**src/logic/sd_host_macros.svh**
```systemverilog
// Address map, SD clock divider and response timeout for the SD host.
// SD_CLK_DIV must be even and at least 2.
// SD_RESP_TIMEOUT counts SD clock periods and must stay below 256.
`ifndef SD_HOST_MACROS_SVH
`define SD_HOST_MACROS_SVH

// Word addresses, low two bits of the 5-bit bus address
`define SD_ADR_ARGUMENT 2'd0
`define SD_ADR_COMMAND  2'd1
`define SD_ADR_RESPONSE 2'd2
`define SD_ADR_STATUS   2'd3

// System clocks per SD clock period
`define SD_CLK_DIV 4

// SD periods to wait for a response start bit
`define SD_RESP_TIMEOUT 64

`endif
```
**src/logic/sd_host_pkg.sv**
```systemverilog
// Shared types of the SD host command path.
// COMMAND word: bits 5:0 index, bit 6 response expected.
// STATUS word: bits 10:0 hold sd_status_t, the upper bits read as zero.
package sd_host_pkg;

	typedef logic [31:0] bus_word_t; // Bus data word

	// One command request
	typedef struct packed {
		logic [5:0]  index;    // CMD index
		logic [31:0] argument; // CMD argument
		logic        resp_en;  // Short response expected
	} cmd_req_t;

	// Outcome of one command on the line
	typedef struct packed {
		logic [5:0]  resp_index; // Echoed index, 0 if none
		logic [31:0] resp_arg;   // Response payload
		logic        timeout;    // No start bit seen
		logic        crc_err;    // Bad CRC7 or end bit
	} cmd_result_t;

	// STATUS register, busy in bit 10 down to resp_index in bits 5:0
	typedef struct packed {
		logic       busy;
		logic       done;
		logic       timeout;
		logic       crc_err;
		logic       index_err;
		logic [5:0] resp_index;
	} sd_status_t;

endpackage

```
**src/logic/sd_host.sv**
```systemverilog
// SD host command path with a Wishbone-style register slave.
// One system clock, the SD clock is a divided output.
// The CMD pin is split into cmd_o, cmd_oe_o and cmd_i.
`timescale 1ns/1ns

module sd_host (
	input  logic                  clock,
	input  logic                  reset_i,
	input  logic                  strobe_i,
	input  logic                  we_i,
	input  logic [4:0]            adr_i,
	input  sd_host_pkg::bus_word_t wb_data_i,
	output sd_host_pkg::bus_word_t wb_data_o,
	output logic                  ack_o,
	output logic                  error_o,
	output logic                  sd_clk_o,
	output logic                  cmd_o,
	output logic                  cmd_oe_o,
	input  logic                  cmd_i
);
	import sd_host_pkg::*;

	logic        reg_write_en, reg_read_en; // Slave to registers
	logic [1:0]  reg_adr;
	bus_word_t   reg_wdata, reg_rdata;
	logic        new_cmd, busy;
	cmd_req_t    cmd_req, phys_req;
	logic        phys_start, phys_done;
	cmd_result_t phys_result;
	logic        cmd_done;
	sd_status_t  status;
	bus_word_t   resp_arg;

	wishbone_slave wb_slave0 (
		.clock(clock), .reset_i(reset_i),
		.strobe_i(strobe_i), .we_i(we_i), .adr_i(adr_i),
		.wb_data_i(wb_data_i), .reg_data_i(reg_rdata), .busy_i(busy),
		.wb_data_o(wb_data_o), .ack_o(ack_o), .error_o(error_o),
		.reg_write_en_o(reg_write_en), .reg_read_en_o(reg_read_en),
		.reg_adr_o(reg_adr), .reg_data_o(reg_wdata)
	);

	registers regs0 (
		.clock(clock), .reset_i(reset_i),
		.reg_write_en_i(reg_write_en), .reg_read_en_i(reg_read_en),
		.reg_adr_i(reg_adr), .reg_data_i(reg_wdata),
		.cmd_done_i(cmd_done), .status_i(status), .resp_arg_i(resp_arg), .busy_i(busy),
		.reg_data_o(reg_rdata), .new_cmd_o(new_cmd), .cmd_req_o(cmd_req)
	);

	cmd_controller cmd_ctrl0 (
		.clock(clock), .reset_i(reset_i),
		.new_cmd_i(new_cmd), .cmd_req_i(cmd_req),
		.phys_done_i(phys_done), .phys_result_i(phys_result),
		.phys_start_o(phys_start), .phys_req_o(phys_req),
		.cmd_done_o(cmd_done), .status_o(status), .resp_arg_o(resp_arg), .busy_o(busy)
	);

	cmd_phys cmd_phys0 (
		.clock(clock), .reset_i(reset_i),
		.start_i(phys_start), .req_i(phys_req), .cmd_i(cmd_i),
		.sd_clk_o(sd_clk_o), .cmd_o(cmd_o), .cmd_oe_o(cmd_oe_o),
		.done_o(phys_done), .result_o(phys_result)
	);

endmodule

```
**src/logic/wishbone_slave.sv**
```systemverilog
// Register slave for the SD host bus.
// Every strobe gets exactly one ack or error in the following cycle.
// No back-pressure. The master waits for the reply before the next strobe.
`timescale 1ns/1ns
`include "sd_host_macros.svh"

module wishbone_slave (
	input  logic                   clock,
	input  logic                   reset_i,
	input  logic                   strobe_i,
	input  logic                   we_i,
	input  logic [4:0]             adr_i,
	input  sd_host_pkg::bus_word_t wb_data_i,
	input  sd_host_pkg::bus_word_t reg_data_i,
	input  logic                   busy_i,
	output sd_host_pkg::bus_word_t wb_data_o,
	output logic                   ack_o,
	output logic                   error_o,
	output logic                   reg_write_en_o,
	output logic                   reg_read_en_o,
	output logic [1:0]             reg_adr_o,
	output sd_host_pkg::bus_word_t reg_data_o
);
	import sd_host_pkg::*;

	logic adr_ok, read_only, cmd_blocked, legal;
	logic cmd_pend_q; // COMMAND accepted last cycle before busy rises

	assign adr_ok      = (adr_i[4:2] == 3'd0); // Only words 0 to 3 exist
	assign read_only   = (adr_i[1:0] == `SD_ADR_RESPONSE) || (adr_i[1:0] == `SD_ADR_STATUS);
	assign cmd_blocked = (adr_i[1:0] == `SD_ADR_COMMAND) && (busy_i || cmd_pend_q);
	assign legal       = adr_ok && !(we_i && (read_only || cmd_blocked));

	assign reg_write_en_o = strobe_i && we_i && legal;
	assign reg_read_en_o  = strobe_i && !we_i && legal;
	assign reg_adr_o      = adr_i[1:0];
	assign reg_data_o     = wb_data_i;

	always_ff @(posedge clock) begin
		if (reset_i) begin
			ack_o      <= 1'b0;
			error_o    <= 1'b0;
			cmd_pend_q <= 1'b0;
		end else begin
			ack_o      <= strobe_i && legal;
			error_o    <= strobe_i && !legal;
			cmd_pend_q <= reg_write_en_o && (reg_adr_o == `SD_ADR_COMMAND);
		end
		if (reg_read_en_o) wb_data_o <= reg_data_i; // Read data for the reply cycle
	end

	ap_excl: assert property (@(posedge clock) disable iff (reset_i)
		!(ack_o && error_o));

endmodule

```
**src/logic/registers.sv**
```systemverilog
// Register bank: ARGUMENT, COMMAND, RESPONSE and STATUS.
// A COMMAND write launches a request with the stored ARGUMENT and
// clears done and the error flags. STATUS reads show live busy.
`timescale 1ns/1ns
`include "sd_host_macros.svh"

module registers (
	input  logic                     clock,
	input  logic                     reset_i,
	input  logic                     reg_write_en_i,
	input  logic                     reg_read_en_i,
	input  logic [1:0]               reg_adr_i,
	input  sd_host_pkg::bus_word_t   reg_data_i,
	input  logic                     cmd_done_i,
	input  sd_host_pkg::sd_status_t  status_i,
	input  sd_host_pkg::bus_word_t   resp_arg_i,
	input  logic                     busy_i,
	output sd_host_pkg::bus_word_t   reg_data_o,
	output logic                     new_cmd_o,
	output sd_host_pkg::cmd_req_t    cmd_req_o
);
	import sd_host_pkg::*;

	bus_word_t  argument_q, command_q, response_q;
	sd_status_t status_q;
	sd_status_t status_rd; // Stored status with live busy
	logic       cmd_write;

	assign cmd_write = reg_write_en_i && (reg_adr_i == `SD_ADR_COMMAND);

	always_ff @(posedge clock) begin
		if (reset_i) begin
			new_cmd_o <= 1'b0;
			status_q  <= '0;
		end else begin
			new_cmd_o <= cmd_write; // One-cycle launch strobe
			if (cmd_write) begin
				status_q            <= '0; // Fresh command, flags cleared
				status_q.resp_index <= status_q.resp_index;
			end else if (cmd_done_i) begin
				status_q <= status_i;
			end
		end
	end

	// Payload registers
	always_ff @(posedge clock) begin
		if (reg_write_en_i && (reg_adr_i == `SD_ADR_ARGUMENT)) argument_q <= reg_data_i;
		if (cmd_write) begin
			command_q         <= reg_data_i;
			cmd_req_o.index    <= reg_data_i[5:0];   // Index field
			cmd_req_o.resp_en  <= reg_data_i[6];     // Response expected
			cmd_req_o.argument <= argument_q;
		end
		if (cmd_done_i) response_q <= resp_arg_i;
	end

	always_comb begin
		status_rd      = status_q;
		status_rd.busy = busy_i;
		reg_data_o     = '0;
		if (reg_read_en_i) begin
			case (reg_adr_i)
				`SD_ADR_ARGUMENT: reg_data_o = argument_q;
				`SD_ADR_COMMAND:  reg_data_o = command_q;
				`SD_ADR_RESPONSE: reg_data_o = response_q;
				default:          reg_data_o = {21'd0, status_rd};
			endcase
		end
	end

endmodule

```
**src/logic/cmd_controller.sv**
```systemverilog
// Command sequencer between the register bank and the physical layer.
// Completion status is formed in the cycle of phys_done_i, so done and
// the flags land in STATUS on the same edge that busy falls.
`timescale 1ns/1ns

module cmd_controller (
	input  logic                     clock,
	input  logic                     reset_i,
	input  logic                     new_cmd_i,
	input  sd_host_pkg::cmd_req_t    cmd_req_i,
	input  logic                     phys_done_i,
	input  sd_host_pkg::cmd_result_t phys_result_i,
	output logic                     phys_start_o,
	output sd_host_pkg::cmd_req_t    phys_req_o,
	output logic                     cmd_done_o,
	output sd_host_pkg::sd_status_t  status_o,
	output sd_host_pkg::bus_word_t   resp_arg_o,
	output logic                     busy_o
);
	import sd_host_pkg::*;

	typedef enum logic [1:0] {IDLE, ISSUE, WAIT} state_t;
	state_t   state_q;
	cmd_req_t req_q; // Request in flight

	always_ff @(posedge clock) begin
		if (reset_i) begin
			state_q <= IDLE;
		end else begin
			case (state_q)
				IDLE:    if (new_cmd_i) state_q <= ISSUE;
				ISSUE:   state_q <= WAIT; // Start pulse lasts one cycle
				WAIT:    if (phys_done_i) state_q <= IDLE;
				default: state_q <= IDLE;
			endcase
		end
	end

	always_ff @(posedge clock) begin
		if (state_q == IDLE && new_cmd_i) req_q <= cmd_req_i;
	end

	assign busy_o       = (state_q != IDLE);
	assign phys_start_o = (state_q == ISSUE);
	assign phys_req_o   = req_q;
	assign cmd_done_o   = (state_q == WAIT) && phys_done_i;
	assign resp_arg_o   = phys_result_i.resp_arg;

	always_comb begin
		status_o            = '0; // Not busy once complete
		status_o.done       = 1'b1;
		status_o.timeout    = phys_result_i.timeout;
		status_o.crc_err    = phys_result_i.crc_err;
		status_o.resp_index = phys_result_i.resp_index;
		// Index only checked when a response actually came back
		status_o.index_err  = req_q.resp_en && !phys_result_i.timeout &&
			(phys_result_i.resp_index != req_q.index);
	end

	ap_no_cmd_busy: assert property (@(posedge clock) disable iff (reset_i)
		new_cmd_i |-> !busy_o);

endmodule

```
**src/logic/cmd_phys.sv**
```systemverilog
// CMD line physical layer: SD clock divider, 48-bit transmitter and
// short response receiver. cmd_o changes and cmd_i is sampled on the
// system edge where sd_clk_o rises. The card must leave at least one
// idle SD period after the end bit before its start bit.
// Commands without a response finish 8 SD periods after the end bit.
`timescale 1ns/1ns
`include "sd_host_macros.svh"

module cmd_phys (
	input  logic                     clock,
	input  logic                     reset_i,
	input  logic                     start_i,
	input  sd_host_pkg::cmd_req_t    req_i,
	input  logic                     cmd_i,
	output logic                     sd_clk_o,
	output logic                     cmd_o,
	output logic                     cmd_oe_o,
	output logic                     done_o,
	output sd_host_pkg::cmd_result_t result_o
);
	import sd_host_pkg::*;

	localparam int unsigned DIV_W = $clog2(`SD_CLK_DIV);
	localparam int unsigned HALF  = `SD_CLK_DIV / 2;

	typedef enum logic [2:0] {IDLE, TX, GAP, HUNT, RX, FINISH} state_t;
	state_t      state_q;
	logic [DIV_W-1:0] div_q;
	logic        tick; // sd_clk_o rises on this edge
	logic [7:0]  cnt_q; // Bit, gap and timeout counter
	logic [39:0] shift_q; // TX shifter, MSB first
	logic [46:0] rx_q; // Response bits after the start bit
	logic        resp_en_q, timeout_q, got_resp_q;
	logic        crc_clear, crc_shift, crc_bit;
	logic [6:0]  crc;

	assign tick = (div_q == DIV_W'(HALF - 1));

	assign crc_clear = (state_q == IDLE && start_i) || (state_q == TX && tick && cnt_q == 8'd48);
	assign crc_shift = tick && ((state_q == TX && cnt_q < 8'd40) ||
		(state_q == HUNT && !cmd_i) || (state_q == RX && cnt_q < 8'd39));
	assign crc_bit   = (state_q == TX) ? shift_q[39] : cmd_i;

	crc7_serial crc0 (
		.clock(clock), .reset_i(reset_i),
		.clear_i(crc_clear), .shift_i(crc_shift), .bit_i(crc_bit),
		.crc_o(crc)
	);

	always_ff @(posedge clock) begin
		if (reset_i) begin
			div_q    <= '0;
			sd_clk_o <= 1'b0;
			state_q  <= IDLE;
			cmd_o    <= 1'b1;
			cmd_oe_o <= 1'b0;
		end else begin
			div_q <= (div_q == DIV_W'(`SD_CLK_DIV - 1)) ? '0 : div_q + 1'b1;
			if (tick) sd_clk_o <= 1'b1;
			else if (div_q == DIV_W'(`SD_CLK_DIV - 1)) sd_clk_o <= 1'b0;
			case (state_q)
				IDLE: if (start_i) begin
					state_q    <= TX;
					cnt_q      <= '0;
					shift_q    <= {2'b01, req_i.index, req_i.argument}; // Start, host bit
					resp_en_q  <= req_i.resp_en;
					timeout_q  <= 1'b0;
					got_resp_q <= 1'b0;
					rx_q       <= '0;
				end
				TX: if (tick) begin
					if (cnt_q == 8'd48) begin // End bit sent, release line
						cmd_oe_o <= 1'b0;
						cmd_o    <= 1'b1;
						cnt_q    <= '0;
						state_q  <= resp_en_q ? HUNT : GAP;
					end else begin
						cmd_oe_o <= 1'b1;
						cnt_q    <= cnt_q + 1'b1;
						if (cnt_q == 8'd40) begin
							cmd_o   <= crc[6]; // CRC MSB, then rest and end bit
							shift_q <= {crc[5:0], 1'b1, 33'd0};
						end else begin
							cmd_o   <= shift_q[39];
							shift_q <= {shift_q[38:0], 1'b0};
						end
					end
				end
				GAP: if (tick) begin
					cnt_q <= cnt_q + 1'b1;
					if (cnt_q == 8'd7) state_q <= FINISH;
				end
				HUNT: if (tick) begin
					if (!cmd_i) begin // Start bit
						got_resp_q <= 1'b1;
						cnt_q      <= '0;
						state_q    <= RX;
					end else if (cnt_q == 8'(`SD_RESP_TIMEOUT - 1)) begin
						timeout_q <= 1'b1;
						state_q   <= FINISH;
					end else begin
						cnt_q <= cnt_q + 1'b1;
					end
				end
				RX: if (tick) begin
					rx_q  <= {rx_q[45:0], cmd_i};
					cnt_q <= cnt_q + 1'b1;
					if (cnt_q == 8'd46) state_q <= FINISH; // End bit in
				end
				default: state_q <= IDLE; // FINISH lasts one cycle
			endcase
		end
	end

	assign done_o              = (state_q == FINISH);
	assign result_o.resp_index = rx_q[45:40];
	assign result_o.resp_arg   = rx_q[39:8];
	assign result_o.timeout    = timeout_q;
	assign result_o.crc_err    = got_resp_q && ((crc != rx_q[7:1]) || !rx_q[0]);

endmodule

```
**src/logic/crc7_serial.sv**
```systemverilog
// Bit-serial CRC7, polynomial x^7 + x^3 + 1, MSB first.
// clear_i wins over shift_i.
`timescale 1ns/1ns

module crc7_serial (
	input  logic       clock,
	input  logic       reset_i,
	input  logic       clear_i,
	input  logic       shift_i,
	input  logic       bit_i,
	output logic [6:0] crc_o
);
	logic fb;

	assign fb = bit_i ^ crc_o[6]; // Feedback into taps 3 and 0

	always_ff @(posedge clock) begin
		if (reset_i || clear_i) begin
			crc_o <= '0;
		end else if (shift_i) begin
			crc_o <= {crc_o[5:3], crc_o[2] ^ fb, crc_o[1:0], fb};
		end
	end

endmodule

```
**config.mk**
```make
export PLATFORM = sky130hd
export DESIGN_NAME = sd_host
export DESIGN_NICKNAME = d
export VERILOG_FILES = /design/src/logic/sd_host_pkg.sv /design/src/logic/sd_host.sv /design/src/logic/wishbone_slave.sv /design/src/logic/registers.sv /design/src/logic/cmd_controller.sv /design/src/logic/cmd_phys.sv /design/src/logic/crc7_serial.sv
export VERILOG_INCLUDE_DIRS = /design/src /design/src/logic
export SDC_FILE = /design/constraint.sdc
export NUM_CORES = 1
export LEC_CHECK = 0
export BUFFER_PORTS_ARGS = -buffer_cell sky130_fd_sc_hd__buf_2
export CAP_MARGIN = 0
export CORE_AREA = 2 2 174 245
export CTS_BUF_LIST = sky130_fd_sc_hd__clkbuf_8 sky130_fd_sc_hd__clkbuf_16
export DETAILED_ROUTE_END_ITERATION = 8
export DIE_AREA = 0 0 176 247
export PLACE_DENSITY = 0.52
export SLEW_MARGIN = 20
export SYNTH_ARGS = -nofsm -noshare
export SYNTH_HDL_FRONTEND = slang
export SYNTH_SLANG_ARGS = --single-unit
```
**constraint.sdc**
```tcl
create_clock -name clock -period 5.5 [get_ports clock]
set_clock_uncertainty 0.15 [all_clocks]
set_input_delay 0.55 -clock clock [delete_from_list [all_inputs] [get_ports clock]]
set_output_delay 0.55 -clock clock [all_outputs]
set_load 0.05 [all_outputs]
```
==> results.py <==
metrics = {
    "status": {
        "status": "finished, final reports clean",
    },
    "timing": {
        "fin_crit_ns": 2.96,
        "drv_slew": 0,
        "setup_viol_count_final": 0,
        "rsz0062_at_grt": "false",
        "holdWs_ns": 0.0294,
        "setup_tns_ns": 0,
        "hold_violations": 0,
        "fmax_ghz": 0.338,
        "slew_headroom": 0.292,
        "worst_slew_pin_slew_ns": 1.06,
        "finalCritPeriodShare": 0.538,
        "fin_ws_ns": 2.54,
    },
    "global_routing": {
        "overflow": 0,
        "top_usage_layer": "met2",
        "grt_pass1_wl_um": 39600,
        "grt_max_degree": 62,
        "met1_usage": 0.153,
        "grt_usage": 0.121,
        "grt_pass1_vias": 6503,
        "antenna_found_initial": 0,
        "globalRouteMet3Util": 0.0146,
        "grt.met2_usage": 0.209,
    },
    "synthesis": {
        "yosysSeqAreaShare": 0.773,
        "async_reset_ff_frac": 0,
        "ys_seq_elements": 326,
        "avgSynthCellArea_um2": 17.0,
        "yosysWarningCount": 0,
        "synth.cell_area_um2": 12300,
        "synthCells": 724,
        "synth_ff_type": "edfxtp_1",
        "yosysUniqueCellTypes": 58,
        "synth_fp_nets": 771,
        "synth_edf_count": 296,
    },
    "layout": {
        "layout_common_cells": "edfxtp_1 (296), buf_2 (78), and3_1 (48)",
        "multi_input_area_um2": 2660,
        "drive_above_1_share": 0.207,
        "regArea_um2": 9490,
        "layout_commonest_cell": "edfxtp_1",
        "design_area_um2": 14400,
        "antennaDiodeCount": 0,
        "nNetsFinal": 854,
        "n_fill_cell": 3946,
        "areaGrowthSynthToFinish_pct": 16.9,
        "post-route-util": 0.346,
    },
    "placement": {
        "io_buffers": 78,
        "place_area_um2": 13400,
        "place_congestion": 0.722,
        "dp_hpwl_um": 16700,
        "dp_slack_ns": 2.24,
    },
    "critical_path": {
        "crit_slowest_cell": "buf_4",
        "crit_chain": "o31a_1 -> o21ai_0 -> nand3_1 -> nor2_4 -> buf_4",
        "cpPeakStageDelay_ns": 0.64,
        "crit_path_start_kind": "register",
        "cp.required_ns": 5.54,
        "endpoint_kind": "register",
        "crit_arrival_ns": 3.00,
        "crit_buf_inv": 1,
        "crit_fanout": 49,
        "critical_path_class": "reg2reg",
        "cp_top_family": "simple AND/OR/NAND/NOR gates",
    },
    "floorplanning": {
        "rows": 89,
        "initial_core_util": 0.296,
        "die_width_um": 176,
        "io_pins": 79,
        "core_area_um2": 41500,
        "die_h_um": 247,
        "fp.dieArea_um2": 43500,
    },
    "cts": {
        "cts_tree": "yes",
        "post-cts-setup-buffers": 0,
        "cts-resized-gates": 0,
        "cts_htree_levels": 1,
        "path_clk_slew_ns": 0.06,
        "cts_sinks": 326,
        "clockBufferDepth": 3,
        "clkLatencyLatePin_ns": 0.56,
        "cts_buffers": 30,
        "cts_hold_buf": 0,
        "cts_root_buffer": "clkbuf_16",
    },
    "route": {
        "drc_errors": 0,
        "drt_iter0_markers": 394,
        "wire_per_inst_um": 19.1,
        "drt-pass1-iter-count": 5,
        "via_per_inst": 4.56,
        "wl_um": 26300,
        "num_vias": 6278,
        "postRouteAntennaNets": 0,
    },
    "pwr": {
        "ir_worst_vdd_mv": 0.198,
        "p_leak_uw": 0.00494,
        "power.density_nw_per_um2": 340,
    },
    "flow_run": {
        "cap_violations": 0,
    },
    "min_path": {
        "hp-class": "in2reg",
    },
}
-- flip-flops by register name (all words and copies together) (netlist names), 3 cells and up --
signal and count:
cmd_phys0.rx_q 46, cmd_phys0.shift_q 40, cmd_ctrl0.phys_req_o 39, regs0.argument_q 32, regs0.cmd_req_o 32, regs0.command_q 32
regs0.response_q 32, wb_slave0.wb_data_o 32, regs0.status_q 10, cmd_phys0.cnt_q 8, cmd_phys0.crc0.crc_o 7, cmd_phys0.state_q 3
-- cells by family after synthesis --
logic type / share of synthesized area
compound gates: 0.0571
xor+xnor: 0.0164
fa+ha+maj: 0.00509
buf+inv: 0.0169
flops: 0.773
mux: 0.0560
simple gates: 0.0757
-- cells in the mapped netlist, drive strengths merged, types with 8 or more instances --
cell      n  area share
nor3      8      0.0033
a22o     32       0.023
dfxtp    30       0.049
buf      10      0.0047
and3     48       0.024
a21oi     9      0.0037
nand2    39       0.012
edfxtp  296        0.72
inv      10      0.0031
nor2     37       0.012
mux4     11       0.020
mux2i    44       0.036
o21ai    27       0.011
clkbuf   30      0.0092
xnor2    16       0.011
-- cell type report --
class	count	share of cell area
tap	546	0.0476
timing repair buffer	91	0.0340
clock inverter	22	0.0136
clock buffer	34	0.0561
sequential	326	0.661
multi-input combinational	348	0.185
inverter	10	0.00261
-- worst paths after layout --
check                                    startpoint                                 end  slack [ns]  cells after the start
hold / removal                        wb_data_i[28]      regs0.argument_q[28]$_DFFE_PP_        0.03                      1
setup reg to reg  cmd_ctrl0.state_q[1]$_SDFFE_PP0P_        regs0.cmd_req_o[8]$_DFFE_PP_        2.54                      5
hold reg to reg       regs0.cmd_req_o[24]$_DFFE_PP_  cmd_ctrl0.phys_req_o[24]$_DFFE_PP_        0.26                      0
setup / recovery  cmd_ctrl0.state_q[1]$_SDFFE_PP0P_        regs0.cmd_req_o[8]$_DFFE_PP_        2.54                      5
-- metrics by stage --
| step | total power (uW) | std cells |
|---|---|---|
| floorplan | 2800 | 724 |
| global placement | 2850 | 1321 |
| detailed placement | 2850 | 1321 |
| CTS | 4940 | 1377 |
| global route | 5030 | 1377 |
| finish | 4880 | 1377 |
-- power by group --
part / total, uW / switching (uW) / leakage (uW) / internal [uW]
registers: 2690 / 4.03 / 0.00292 / 2680
clock network: 2080 / 893 / 0.000519 / 1190
logic: 107 / 70.9 / 0.00150 / 35.9
-- routing by layer --
| metal | up-vias | wire length [um] |
|---|---|---|
| met2 | 112 | 13300 |
| met4 | 0 | 774 |
| met5 | - | 0 |
| li1 | 2949 | - |
| met3 | 47 | 919 |
| met1 | 3170 | 11300 |
Power figures use the tool's default switching activity.
